==> src/hdl/core_isa_pkg.sv <==
package core_isa_pkg;

    typedef enum logic [2:0] {
        ALU_ADD,
        ALU_SUB,
        ALU_AND,
        ALU_OR,
        ALU_XOR,
        ALU_PASS_IMM
    } alu_op_t;

    typedef enum logic [1:0] {
        BR_NONE,
        BR_BEQ,
        BR_BNE
    } br_kind_t;

    typedef struct packed {
        alu_op_t    alu_op;
        br_kind_t   br_kind;
        logic       use_imm;
        logic       rf_wen;
        logic [4:0] wb_addr;
        logic       is_ecall;
    } ctrl_t;

    localparam logic [6:0] OP_REG    = 7'b0110011;
    localparam logic [6:0] OP_IMM    = 7'b0010011;
    localparam logic [6:0] OP_LUI    = 7'b0110111;
    localparam logic [6:0] OP_BRANCH = 7'b1100011;
    localparam logic [6:0] OP_SYSTEM = 7'b1110011;

    localparam logic [2:0] F3_ADD   = 3'b000;
    localparam logic [2:0] F3_SUB   = 3'b000;
    localparam logic [2:0] F3_XOR   = 3'b100;
    localparam logic [2:0] F3_OR    = 3'b110;
    localparam logic [2:0] F3_AND   = 3'b111;
    localparam logic [2:0] F3_ADDI  = 3'b000;
    localparam logic [2:0] F3_BEQ   = 3'b000;
    localparam logic [2:0] F3_BNE   = 3'b001;
    localparam logic [2:0] F3_ECALL = 3'b000;

    localparam logic [6:0] F7_ADD = 7'b0000000;
    localparam logic [6:0] F7_SUB = 7'b0100000;
    localparam logic [6:0] F7_XOR = 7'b0000000;
    localparam logic [6:0] F7_OR  = 7'b0000000;
    localparam logic [6:0] F7_AND = 7'b0000000;

endpackage

==> src/hdl/core_pipe_pkg.sv <==
package core_pipe_pkg;

    localparam int XLEN       = 32;
    localparam int REG_ADDR_W = 5;

    localparam logic [XLEN-1:0] RESET_PC = '0;

    // fetch to decode
    typedef struct packed {
        logic [XLEN-1:0] pc;
        logic [XLEN-1:0] inst;
    } dec_payload_t;

    typedef struct packed {
        logic [XLEN-1:0]     pc;
        core_isa_pkg::ctrl_t ctrl;
        logic [XLEN-1:0]     rs1_val;
        logic [XLEN-1:0]     rs2_val;
        logic [XLEN-1:0]     imm;
    } exe_payload_t;

    typedef struct packed {
        core_isa_pkg::ctrl_t ctrl;
        logic [XLEN-1:0]     result;
    } wb_payload_t;

endpackage

==> src/hdl/stage_link.sv <==
`timescale 1ns/1ps

interface stage_link #(
    parameter type payload_t = logic
);

    logic     valid;
    payload_t payload;
    // flow back from the younger side
    logic     stall;
    logic     kill;

    modport producer (output valid, output payload, input stall, input kill);

    modport consumer (input valid, input payload, output stall, output kill);

endinterface

==> src/hdl/pipe_reg.sv <==
`timescale 1ns/1ps

module pipe_reg #(
    parameter type payload_t = logic
) (
    input logic         clk,
    input logic         reset,
    stage_link.consumer in_link,
    stage_link.producer out_link
);

    logic     valid_q;
    payload_t payload_q;

    // kill wins over stall
    always_ff @(posedge clk) begin
        if (reset || out_link.kill) begin
            valid_q <= 1'b0;
        end else if (!out_link.stall) begin
            valid_q <= in_link.valid;
        end
    end

    always_ff @(posedge clk) begin
        if (!out_link.stall) begin
            payload_q <= in_link.payload;
        end
    end

    assign out_link.valid   = valid_q;
    assign out_link.payload = payload_q;

    assign in_link.stall = out_link.stall;
    assign in_link.kill  = out_link.kill;

endmodule

==> src/hdl/fetch_unit.sv <==
`timescale 1ns/1ps

module fetch_unit (
    input  logic                           clk,
    input  logic                           reset,
    output logic [core_pipe_pkg::XLEN-1:0] imem_addr,
    input  logic [core_pipe_pkg::XLEN-1:0] imem_rdata,
    input  logic                           redirect_valid,
    input  logic [core_pipe_pkg::XLEN-1:0] redirect_pc,
    stage_link.producer                    dec_link,
    input  logic                           halt
);

    import core_pipe_pkg::*;

    logic [XLEN-1:0] issue_pc;
    logic [XLEN-1:0] arrive_pc;
    logic            arrive_valid;
    dec_payload_t    fetched;

    // word not taken by decode is fetched again
    assign imem_addr = dec_link.stall ? arrive_pc : issue_pc;

    always_ff @(posedge clk) begin
        if (reset) begin
            issue_pc     <= RESET_PC;
            arrive_valid <= 1'b0;
        end else if (halt) begin
            arrive_valid <= 1'b0;
        end else if (redirect_valid) begin
            // word issued this cycle is on the wrong path
            issue_pc     <= redirect_pc;
            arrive_valid <= 1'b0;
        end else if (!dec_link.stall) begin
            issue_pc     <= issue_pc + XLEN'(4);
            arrive_valid <= 1'b1;
        end
    end

    always_ff @(posedge clk) begin
        if (!dec_link.stall) begin
            arrive_pc <= issue_pc;
        end
    end

    assign fetched.pc   = arrive_pc;
    assign fetched.inst = imem_rdata;

    assign dec_link.valid   = arrive_valid;
    assign dec_link.payload = fetched;

endmodule

==> src/hdl/decode_stage.sv <==
`timescale 1ns/1ps

module decode_stage (
    stage_link.consumer                          dec_link,
    stage_link.producer                          exe_link,
    output logic [core_pipe_pkg::REG_ADDR_W-1:0] rs1_addr,
    output logic [core_pipe_pkg::REG_ADDR_W-1:0] rs2_addr,
    input  logic [core_pipe_pkg::XLEN-1:0]       rs1_data,
    input  logic [core_pipe_pkg::XLEN-1:0]       rs2_data,
    input  core_isa_pkg::ctrl_t                  exe_ctrl,
    input  logic                                 exe_valid,
    input  core_isa_pkg::ctrl_t                  wb_ctrl,
    input  logic                                 wb_valid
);

    import core_isa_pkg::*;
    import core_pipe_pkg::*;

    logic [XLEN-1:0] inst;
    logic [6:0]      opcode;
    logic [2:0]      funct3;
    logic [6:0]      funct7;
    logic            reads_rs1;
    logic            reads_rs2;
    ctrl_t           ctrl;
    logic [XLEN-1:0] imm;
    logic            hazard;
    exe_payload_t    exe_payload;

    function automatic logic writes_reg(input logic valid, input ctrl_t c,
                                        input logic [REG_ADDR_W-1:0] addr);
        return valid && c.rf_wen && (c.wb_addr != '0) && (c.wb_addr == addr);
    endfunction

    assign inst   = dec_link.payload.inst;
    assign opcode = inst[6:0];
    assign funct3 = inst[14:12];
    assign funct7 = inst[31:25];

    always_comb begin
        ctrl         = '0;
        ctrl.wb_addr = inst[11:7];
        imm          = '0;
        reads_rs1    = 1'b0;
        reads_rs2    = 1'b0;
        case (opcode)
            OP_REG: begin
                reads_rs1   = 1'b1;
                reads_rs2   = 1'b1;
                ctrl.rf_wen = 1'b1;
                case ({funct7, funct3})
                    {F7_ADD, F3_ADD}: ctrl.alu_op = ALU_ADD;
                    {F7_SUB, F3_SUB}: ctrl.alu_op = ALU_SUB;
                    {F7_XOR, F3_XOR}: ctrl.alu_op = ALU_XOR;
                    {F7_OR, F3_OR}:   ctrl.alu_op = ALU_OR;
                    {F7_AND, F3_AND}: ctrl.alu_op = ALU_AND;
                    default:          ctrl.rf_wen = 1'b0;
                endcase
            end
            OP_IMM: begin
                reads_rs1    = 1'b1;
                ctrl.use_imm = 1'b1;
                ctrl.rf_wen  = (funct3 == F3_ADDI);
                imm          = {{20{inst[31]}}, inst[31:20]};
            end
            OP_LUI: begin
                ctrl.alu_op  = ALU_PASS_IMM;
                ctrl.use_imm = 1'b1;
                ctrl.rf_wen  = 1'b1;
                imm          = {inst[31:12], 12'b0};
            end
            OP_BRANCH: begin
                reads_rs1 = 1'b1;
                reads_rs2 = 1'b1;
                imm       = {{19{inst[31]}}, inst[31], inst[7], inst[30:25], inst[11:8], 1'b0};
                if (funct3 == F3_BEQ) begin
                    ctrl.br_kind = BR_BEQ;
                end else if (funct3 == F3_BNE) begin
                    ctrl.br_kind = BR_BNE;
                end
            end
            OP_SYSTEM: begin
                ctrl.is_ecall = (funct3 == F3_ECALL) && (inst[31:20] == 12'h000);
            end
            default: ;
        endcase
    end

    // unread operands go to x0 so they never cause a stall
    assign rs1_addr = reads_rs1 ? inst[19:15] : '0;
    assign rs2_addr = reads_rs2 ? inst[24:20] : '0;

    assign hazard = dec_link.valid &&
                    (writes_reg(exe_valid, exe_ctrl, rs1_addr) ||
                     writes_reg(exe_valid, exe_ctrl, rs2_addr) ||
                     writes_reg(wb_valid, wb_ctrl, rs1_addr) ||
                     writes_reg(wb_valid, wb_ctrl, rs2_addr));

    assign exe_payload.pc      = dec_link.payload.pc;
    assign exe_payload.ctrl    = ctrl;
    assign exe_payload.rs1_val = rs1_data;
    assign exe_payload.rs2_val = rs2_data;
    assign exe_payload.imm     = imm;

    // bubble into execute while stalled
    assign exe_link.valid   = dec_link.valid && !hazard;
    assign exe_link.payload = exe_payload;

    assign dec_link.stall = hazard || exe_link.stall;
    assign dec_link.kill  = exe_link.kill;

endmodule

==> src/hdl/execute_stage.sv <==
`timescale 1ns/1ps

module execute_stage (
    stage_link.consumer                    exe_link,
    stage_link.producer                    wb_link,
    output logic                           redirect_valid,
    output logic [core_pipe_pkg::XLEN-1:0] redirect_pc
);

    import core_isa_pkg::*;
    import core_pipe_pkg::*;

    exe_payload_t    ex;
    logic [XLEN-1:0] operand_b;
    logic [XLEN-1:0] result;
    logic            operands_equal;
    logic            taken;
    wb_payload_t     wb_payload;

    assign ex        = exe_link.payload;
    assign operand_b = ex.ctrl.use_imm ? ex.imm : ex.rs2_val;

    always_comb begin
        case (ex.ctrl.alu_op)
            ALU_ADD:      result = ex.rs1_val + operand_b;
            ALU_SUB:      result = ex.rs1_val - operand_b;
            ALU_AND:      result = ex.rs1_val & operand_b;
            ALU_OR:       result = ex.rs1_val | operand_b;
            ALU_XOR:      result = ex.rs1_val ^ operand_b;
            ALU_PASS_IMM: result = ex.imm;
            default:      result = '0;
        endcase
    end

    assign operands_equal = (ex.rs1_val == ex.rs2_val);

    always_comb begin
        case (ex.ctrl.br_kind)
            BR_BEQ:  taken = operands_equal;
            BR_BNE:  taken = !operands_equal;
            default: taken = 1'b0;
        endcase
    end

    assign redirect_valid = exe_link.valid && taken;
    assign redirect_pc    = ex.pc + ex.imm;

    always_comb begin
        wb_payload             = '0;
        wb_payload.ctrl        = ex.ctrl;
        wb_payload.ctrl.rf_wen = ex.ctrl.rf_wen && (ex.ctrl.br_kind == BR_NONE);
        wb_payload.result      = result;
    end

    assign wb_link.valid   = exe_link.valid;
    assign wb_link.payload = wb_payload;

    // a taken branch flushes decode and the arriving fetch word
    assign exe_link.stall = wb_link.stall;
    assign exe_link.kill  = redirect_valid || wb_link.kill;

endmodule

==> src/hdl/writeback_stage.sv <==
`timescale 1ns/1ps

module writeback_stage (
    input  logic                                 clk,
    input  logic                                 reset,
    stage_link.consumer                          wb_link,
    input  logic [core_pipe_pkg::REG_ADDR_W-1:0] rs1_addr,
    input  logic [core_pipe_pkg::REG_ADDR_W-1:0] rs2_addr,
    output logic [core_pipe_pkg::XLEN-1:0]       rs1_data,
    output logic [core_pipe_pkg::XLEN-1:0]       rs2_data,
    output logic                                 retire_valid,
    output logic [core_pipe_pkg::REG_ADDR_W-1:0] retire_addr,
    output logic [core_pipe_pkg::XLEN-1:0]       retire_data,
    output logic                                 exit
);

    import core_pipe_pkg::*;

    logic [XLEN-1:0] regs [1:31];
    wb_payload_t     wb;
    logic            wen;

    // write-through so decode sees this cycle's result
    function automatic logic [XLEN-1:0] read_port(input logic [REG_ADDR_W-1:0] addr);
        if (addr == '0) begin
            return '0;
        end else if (wen && (wb.ctrl.wb_addr == addr)) begin
            return wb.result;
        end
        return regs[addr];
    endfunction

    assign wb  = wb_link.payload;
    assign wen = wb_link.valid && wb.ctrl.rf_wen && (wb.ctrl.wb_addr != '0) && !exit;

    always_ff @(posedge clk) begin
        if (wen) begin
            regs[wb.ctrl.wb_addr] <= wb.result;
        end
    end

    always_comb begin
        rs1_data = read_port(rs1_addr);
        rs2_data = read_port(rs2_addr);
    end

    always_ff @(posedge clk) begin
        if (reset) begin
            retire_valid <= 1'b0;
            exit         <= 1'b0;
        end else begin
            retire_valid <= wen;
            if (wb_link.valid && wb.ctrl.is_ecall) begin
                exit <= 1'b1;
            end
        end
    end

    always_ff @(posedge clk) begin
        if (wen) begin
            retire_addr <= wb.ctrl.wb_addr;
            retire_data <= wb.result;
        end
    end

    // drain everything behind the ecall
    assign wb_link.stall = 1'b0;
    assign wb_link.kill  = exit;

endmodule

==> src/hdl/core_top.sv <==
`timescale 1ns/1ps

module core_top (
    input  logic                                 clk,
    input  logic                                 reset,
    output logic [core_pipe_pkg::XLEN-1:0]       imem_addr,
    input  logic [core_pipe_pkg::XLEN-1:0]       imem_rdata,
    output logic                                 retire_valid,
    output logic [core_pipe_pkg::REG_ADDR_W-1:0] retire_addr,
    output logic [core_pipe_pkg::XLEN-1:0]       retire_data,
    output logic                                 exit
);

    import core_pipe_pkg::*;

    logic                  redirect_valid;
    logic [XLEN-1:0]       redirect_pc;
    logic [REG_ADDR_W-1:0] rs1_addr;
    logic [REG_ADDR_W-1:0] rs2_addr;
    logic [XLEN-1:0]       rs1_data;
    logic [XLEN-1:0]       rs2_data;

    stage_link #(.payload_t(dec_payload_t)) fetch_to_dec_in ();
    stage_link #(.payload_t(dec_payload_t)) fetch_to_dec_out ();
    stage_link #(.payload_t(exe_payload_t)) dec_to_exe_in ();
    stage_link #(.payload_t(exe_payload_t)) dec_to_exe_out ();
    stage_link #(.payload_t(wb_payload_t))  exe_to_wb_in ();
    stage_link #(.payload_t(wb_payload_t))  exe_to_wb_out ();

    fetch_unit u_fetch (
        .clk            (clk),
        .reset          (reset),
        .imem_addr      (imem_addr),
        .imem_rdata     (imem_rdata),
        .redirect_valid (redirect_valid),
        .redirect_pc    (redirect_pc),
        .dec_link       (fetch_to_dec_in),
        .halt           (exit)
    );

    pipe_reg #(.payload_t(dec_payload_t)) u_fetch_to_dec_reg (
        .clk      (clk),
        .reset    (reset),
        .in_link  (fetch_to_dec_in),
        .out_link (fetch_to_dec_out)
    );

    // hazard inputs come from the execute and writeback registers
    decode_stage u_decode (
        .dec_link  (fetch_to_dec_out),
        .exe_link  (dec_to_exe_in),
        .rs1_addr  (rs1_addr),
        .rs2_addr  (rs2_addr),
        .rs1_data  (rs1_data),
        .rs2_data  (rs2_data),
        .exe_ctrl  (dec_to_exe_out.payload.ctrl),
        .exe_valid (dec_to_exe_out.valid),
        .wb_ctrl   (exe_to_wb_out.payload.ctrl),
        .wb_valid  (exe_to_wb_out.valid)
    );

    pipe_reg #(.payload_t(exe_payload_t)) u_dec_to_exe_reg (
        .clk      (clk),
        .reset    (reset),
        .in_link  (dec_to_exe_in),
        .out_link (dec_to_exe_out)
    );

    execute_stage u_execute (
        .exe_link       (dec_to_exe_out),
        .wb_link        (exe_to_wb_in),
        .redirect_valid (redirect_valid),
        .redirect_pc    (redirect_pc)
    );

    pipe_reg #(.payload_t(wb_payload_t)) u_exe_to_wb_reg (
        .clk      (clk),
        .reset    (reset),
        .in_link  (exe_to_wb_in),
        .out_link (exe_to_wb_out)
    );

    writeback_stage u_writeback (
        .clk          (clk),
        .reset        (reset),
        .wb_link      (exe_to_wb_out),
        .rs1_addr     (rs1_addr),
        .rs2_addr     (rs2_addr),
        .rs1_data     (rs1_data),
        .rs2_data     (rs2_data),
        .retire_valid (retire_valid),
        .retire_addr  (retire_addr),
        .retire_data  (retire_data),
        .exit         (exit)
    );

endmodule

==> config.mk <==
export PLATFORM = sky130hd
export DESIGN_NAME = core_top
export DESIGN_NICKNAME = d
export VERILOG_FILES = /design/src/hdl/core_isa_pkg.sv /design/src/hdl/core_pipe_pkg.sv /design/src/hdl/stage_link.sv /design/src/hdl/pipe_reg.sv /design/src/hdl/fetch_unit.sv /design/src/hdl/decode_stage.sv /design/src/hdl/execute_stage.sv /design/src/hdl/writeback_stage.sv /design/src/hdl/core_top.sv
export SDC_FILE = /design/constraint.sdc
export NUM_CORES = 2
export LEC_CHECK = 0
export BUFFER_PORTS_ARGS = -buffer_cell sky130_fd_sc_hd__buf_2
export CAP_MARGIN = 20
export CELL_PAD_IN_SITES_DETAIL_PLACEMENT = 1
export CELL_PAD_IN_SITES_GLOBAL_PLACEMENT = 1
export CORE_MARGIN = 2
export CORE_UTILIZATION = 35
export CTS_CLUSTER_SIZE = 20
export DETAILED_ROUTE_END_ITERATION = 16
export PLACE_DENSITY_LB_ADDON = 0.1
export SLEW_MARGIN = 10
export SYNTH_ARGS = -nofsm -noshare
export SYNTH_HDL_FRONTEND = slang
export SYNTH_SLANG_ARGS = --single-unit
==> constraint.sdc <==
create_clock -name clk -period 15.8 [get_ports clk]
set_input_delay 0 -clock clk [delete_from_list [all_inputs] [get_ports clk]]
set_output_delay 0 -clock clk [all_outputs]
set_load 0.02 [all_outputs]
---- Yosys cells after proc, flatten, opt, wreduce, memory -nomap -nowiden ----
Memory sizes are Yosys's and may differ from the RTL's.
Index checks and enable logic that the tools add are counted.
word-level totals
  word-level logic and storage cells ...... 132
  output and inout bits ................... 71
  memories ................................ 1
  register bits ........................... 351
  memory bits (writable) .................. 992
memory list
  memory            words  bits a word  rd ports  clocked after memory_dff  write ports  RTL line               RTL
  u_writeback.regs  31     32           2         0                         1            writeback_stage.sv:19  logic [XLEN-1:0] regs [1:31];
operators by class
  reduce and logical (&&, ||, !) cells .... 42
  muxes and demuxes ....................... 30
  eq/ne operators ......................... 23
  bitwise logic cells ..................... 5
  add/sub/neg operators ................... 4
operator list
  operator                                                           number
  32-bit two-way mux                                                 10
  32-bit one-hot mux with 6 select lines                             1
  32-bit one-hot mux with 3 select lines                             1
  32-bit adder                                                       2
  32-bit by 3-bit adder with 32-bit output (second input constant)   1
  32-bit bitwise AND                                                 1
  32-bit == test                                                     1
  32-bit bitwise OR                                                  1
  32-bit subtractor                                                  1
  32-bit bitwise XOR                                                 1
  10-bit by 3-bit == test with 1-bit output (second input constant)  3
  5-bit == test                                                      4
  1-bit logical AND                                                  17
  7-bit by 6-bit == test with 1-bit output (second input constant)   2
  7-bit == test (second input constant)                              2
  12-bit logical NOT                                                 1
  3-bit one-hot mux with 4 select lines                              1
  1-bit two-way mux                                                  11
  10-bit by 9-bit == test with 1-bit output (second input constant)  1
  10-bit logical NOT                                                 1
  5-bit logical NOT                                                  2
  5-bit two-way mux                                                  2
  5-bit nonzero test                                                 2
  7-bit by 5-bit == test with 1-bit output (second input constant)   1
  other kinds (19)                                                   34

---- Logic depth before layout (Yosys ltp) ----
  depth in word-level cells ............... 12
  gate-level depth with buffers ........... 23

---- Hierarchy ----
From an unflattened synthesis, not the netlist that was laid out.
unflattened totals
  cell total of the unflattened synthesis .. 4501
  area, all modules ....................... 67928.9 µm²
modules (own cells, without submodules)
  module                         instances  cells an instance  sequential area each (µm²)  area each (µm²)
  writeback_stage                1          2671               30939.7                     48236.3
  execute_stage                  1          900                0.0                         6552.5
  pipe_reg (u_dec_to_exe_reg)    1          147                4254.1                      4292.9
  fetch_unit                     1          390                1301.2                      3582.2
  pipe_reg (u_fetch_to_dec_reg)  1          70                 1941.9                      1980.6
  decode_stage                   1          272                0.0                         1874.3
  pipe_reg (u_exe_to_wb_reg)     1          51                 1371.3                      1410.1

---- Least setup slack after synthesis ----
Ideal clock, no wire load.
  kind .................................... reg-to-reg
  from .................................... register u_exe_to_wb_reg.payload_q (netlist bit u_exe_to_wb_reg.out_link.payload[37])
  to ...................................... memory u_writeback.regs[10][0], enable pin
  arrival ................................. 4.544 ns
  buffers on the path ..................... 0
  data required time ...................... 15.379 ns
  cell stages (with the launch flop) ...... 6
  library setup time ...................... 0.421 ns
  slack ................................... 10.835 ns
  cells stage by stage .................... dfxtp_1 -> or3_1 -> o311ai_1 -> nor2_1 -> nand3b_1 -> nor2_1
between the ends
  cells in the longest elaborated chain, start to end .. 5
RTL lines
  what                                     RTL line               RTL
  from (decl)                              pipe_reg.sv:13         payload_t payload_q;
  from (signal assigned)                   pipe_reg.sv:26         payload_q <= in_link.payload;
  5-bit nonzero test                       writeback_stage.sv:34  assign wen = wb_link.valid && wb.ctrl.rf_wen && (wb.ctrl.wb_addr != '0) && !exit;
  1-bit logical AND (2 in series)          writeback_stage.sv:34
  net u_writeback.wen                      writeback_stage.sv:21  logic wen;
  1-bit two-way mux                        writeback_stage.sv:37  if (wen) begin
  1-bit two-way mux (implied by the code)  writeback_stage.sv:38  regs[wb.ctrl.wb_addr] <= wb.result;
  to (decl)                                writeback_stage.sv:19
The timed path passes the listed nets, and every way through them passes these cells.

==> impl_results.md <==
* CP peak stage delay at 0.87 ns
* Critical path arrival at around 6.6 ns
* Final Critical Period at around 5.9 ns
* Global-route wire length before repair at 402.7 mm
* Required time of the critical path at 16.50 ns
* Worst min-delay path class: register to register
* Mapped Cells at a little over 6000
* Met2 WL at 133.1 mm
* Reg-to-reg setup timing slack at just under 10 ns
* Initial antenna violation count at 12
* Routed wire length at ~280 mm
* Commonest non-fill, non-tap cell in the layout: nand2_1
* Tightest Pin Transition at 1.169 ns
* VDD IR max at between 0.09 and 0.1 mV
* Die ar. at approximately 190000 um2
* Top cell by count, worst path: buf_4
* Number of H-tree levels at 4
* Max_slew headroom at 0.2138
* Critical Path Fanout Max at about 130
* Max Slew Vio Count at 0
* Achievable Freq at 169.3 MHz
* Max Root-Sink Buffers at 3
* Highest metal used: met5
* Post-Syn Nets at 6219
* Critical path class: register to register
* Clk slew on worst S/H paths at roughly 0.060 ns
* Clk_lat worst skew at 0.81 ns
* RSZ-0062 raised after global routing: no
* CP Capture Type: register
* Area grow syn2layout at 14.23%
* PwrDens at 114.9 nW/um2
* Max-cap violation count at 0
* CTS tree: built
* Most frequent cells in the layout: 1298 x nand2_1, 1093 x edfxtp_1, 660 x nand3_1, 411 x o221ai_1, 314 x a21oi_1
* Total GRT Usage at 0.2988
* Final Util at 0.4023
* Post-synth EDFFs at between 1000 and 1500
* Worst-case reg-to-reg path depth at 14
* Seq/Total Area, Yosys at 0.5873
* Remaining DRCs at 0
* FF-to-FF End: u_dec_to_exe_reg.out_link.payload[67]
* Setup tns final at 0 ns
* Finished Cell Area at ~74000 um2
* Clock skew at 0.02867 ns
* Die W at 433.0 um
* Period utilization at 0.3738
* CTS buffer count at 157
* CP cell instances: nor2b_1 -> o21ai_0 -> nor2_4 -> buf_4 -> buf_4 -> buf_4 -> buf_12 -> nand2_1 -> nand3_1 -> o21ai_0 -> a21o_1 -> a21oi_1 -> nor4_1 -> o31ai_1
* Share of layout cells above drive strength 1 at 0.09995
* Crit Reg-Reg Startpoint: u_fetch_to_dec_reg.out_link.payload[6]
* # rows at 157
* Predominant post-synthesis flop cell: edfxtp_1
* Core area at 182900 um2
* Hold endpoint: u_dec_to_exe_reg.out_link.payload[116]
* Initial Utilization at 0.3522
* Hold depth at 0
* CTS sink cnt at around 1300
* Metal-1 WL at about 120 mm
* Hold Path Origin: u_fetch_to_dec_reg.out_link.payload[39]
* Drt via density at 6.151
* Status: completed
* # IOs at 105
* Cell variety after synth at 86
* Post-cts resize count at 0
* Drt first-iter violations at roughly 5200
* Fin. Hold Viols at 0
* FFs w/ async S/R, synth at 0
* CP Launch Type: register
* Largest net degree at the start of global routing at 135
* Post-Syn Area at ~64000 um2
* Nets at roughly 6200
* Placed cell area at 67780 um2
* Metal3 WL at between 15 and 20 mm
* Leak at about 26 nW
* Total congestion overflow at 0
* RePlAce Congestion at ~0.9
* Post-CTS Setup Inserts at 0
* Max stage delay cell, worst path: buf_4
* Via count at 53164
* Vias in the first global route at about 54000
* Buffers on Ports at about 100
* CTS root buf: clkbuf_16
* Height of the die at roughly 430 um
* DP Wirelength at between 150 and 200 mm
* Warnings from Yosys at 0
* First-pass detailed-route iteration total at 6
* Yosys reg bits at 1343
* Syn Area/Cell at ~11 um2
* Final Setup Violations at 0
* Drt wl/cell at approximately 33 um
* Post-route ant nets at 0
-- worst max-delay path by stage --
stage / cells after the start / end / slack, ns / from
6_report: 14 / u_dec_to_exe_reg.out_link.payload[67] / 9.89 / u_fetch_to_dec_reg.out_link.payload[6]
5_1_grt: 14 / u_dec_to_exe_reg.out_link.payload[67] / 9.50 / u_fetch_to_dec_reg.out_link.payload[6]
2_1_floorplan: 5 / u_writeback.regs[10][0] / 10.84 / u_exe_to_wb_reg.out_link.payload[37]
4_1_cts: 14 / u_dec_to_exe_reg.out_link.payload[71] / 10.0 / u_fetch_to_dec_reg.out_link.payload[6]
3_3_place_gp: 15 / u_exe_to_wb_reg.out_link.payload[30] / 10.24 / u_dec_to_exe_reg.out_link.payload[103]
3_5_place_dp: 14 / u_dec_to_exe_reg.out_link.payload[67] / 10.08 / u_fetch_to_dec_reg.out_link.payload[6]
-- state kept, by name, summed over array words and instances (netlist names) --
register and count:
u_writeback.regs 992, u_dec_to_exe_reg.out_link.payload 141, u_fetch_to_dec_reg.out_link.payload 64, u_exe_to_wb_reg.out_link.payload 39
u_fetch.arrive_pc 32, u_fetch.issue_pc 32, u_writeback.retire_data 32, u_writeback.retire_addr 5
u_dec_to_exe_reg.out_link.valid 1, u_exe_to_wb_reg.out_link.valid 1, u_fetch.dec_link.valid 1, u_fetch_to_dec_reg.out_link.valid 1
u_writeback.exit 1, u_writeback.retire_valid 1
-- worst max-delay path, delay by kind of cell (launching register included) --
family / cells / cell delay (ns)
buf+inv: 4 / 2.64
flops: 1 / 0.47
compound gates: 5 / 1.22
simple gates: 5 / 1.18
-- synth_stat cells, drive strengths merged (11+ instances only) --
master | count | area share
ha | 129 | 0.025
a21o | 85 | 0.0099
nor2b | 19 | 0.0018
nand3 | 660 | 0.051
a221oi | 31 | 0.0043
and2 | 12 | 0.0012
nor3 | 38 | 0.0031
nand4 | 13 | 0.0013
xor2 | 57 | 0.0078
mux2 | 35 | 0.0061
nor2 | 121 | 0.0071
a31oi | 94 | 0.0091
a311o | 32 | 0.0050
o21ai | 185 | 0.014
a32oi | 28 | 0.0038
and3 | 25 | 0.0024
dfxtp | 250 | 0.078
o221ai | 411 | 0.056
a22oi | 11 | 0.0013
o31ai | 41 | 0.0048
inv | 91 | 0.0053
nor4 | 45 | 0.0044
edfxtp | 1093 | 0.51
clkbuf | 398 | 0.023
a21oi | 323 | 0.026
nand2 | 1304 | 0.076
mux2i | 54 | 0.0084
a211oi | 35 | 0.0048
xnor2 | 60 | 0.0082
buf | 83 | 0.0060
nand2b | 20 | 0.0019
o22ai | 15 | 0.0015
o211ai | 125 | 0.015
or3 | 14 | 0.0014
-- repair_timing --
action / in CTS / in global routing
hold buffers: 65 / 0
endpoints found under the hold margin: 63 / 0
setup endpoints to repair: 0 / 0
-- power breakdown --
group,internal (mW),switching (mW),total [mW],leakage (nW)
Clock,2.09,1.52,3.61,2.48
Sequential,4.12,0.102,4.23,12.0
Combinational,0.152,0.463,0.615,11.3
-- logic make-up (layout without fill, tap and decap cells) --
logic type,Yosys count,after routing,synth area share
buf+inv,574,693,0.03462
fa+ha+maj,131,131,0.02568
mux,89,89,0.01451
simple gates,2313,2313,0.1574
compound gates,1487,1487,0.1646
flops,1343,1343,0.5873
xor+xnor,117,117,0.01591
other cells,0,6,0
-- area by class of cell --
| cell class | count | area [um2] |
|---|---|---|
| antenna | 6 | 15.01 |
| tap | 2464 | 3083 |
| fill | 19732 | 109300 |
| multi-input combinational | 4137 | 24740 |
| clock buffer | 215 | 4423 |
| inverter | 93 | 359.1 |
| timing repair buffer | 311 | 2520 |
| sequential | 1343 | 37840 |
| clock inverter | 74 | 603.1 |
-- per-layer routing --
metal,vias to the layer above,global-route usage
li1,22941,-
met1,27649,0.3990
met2,2035,0.4891
met3,537,0.04054
met4,2,0.1205
met5,-,0
-- per-stage QoR --
stage	power (mW)	std cells	hold slack (ns)	setup WS (ns)
after floorplan	4.551	6054	0.09887	10.84
after global placement	4.868	8275	0.1794	10.24
after detailed placement	4.881	8278	0.1796	10.08
after CTS	8.490	8632	0.2798	10.00
after global routing	8.684	8639	0.3391	9.496
final	8.451	8643	0.3375	9.895
Power figures use the tool's default switching activity.
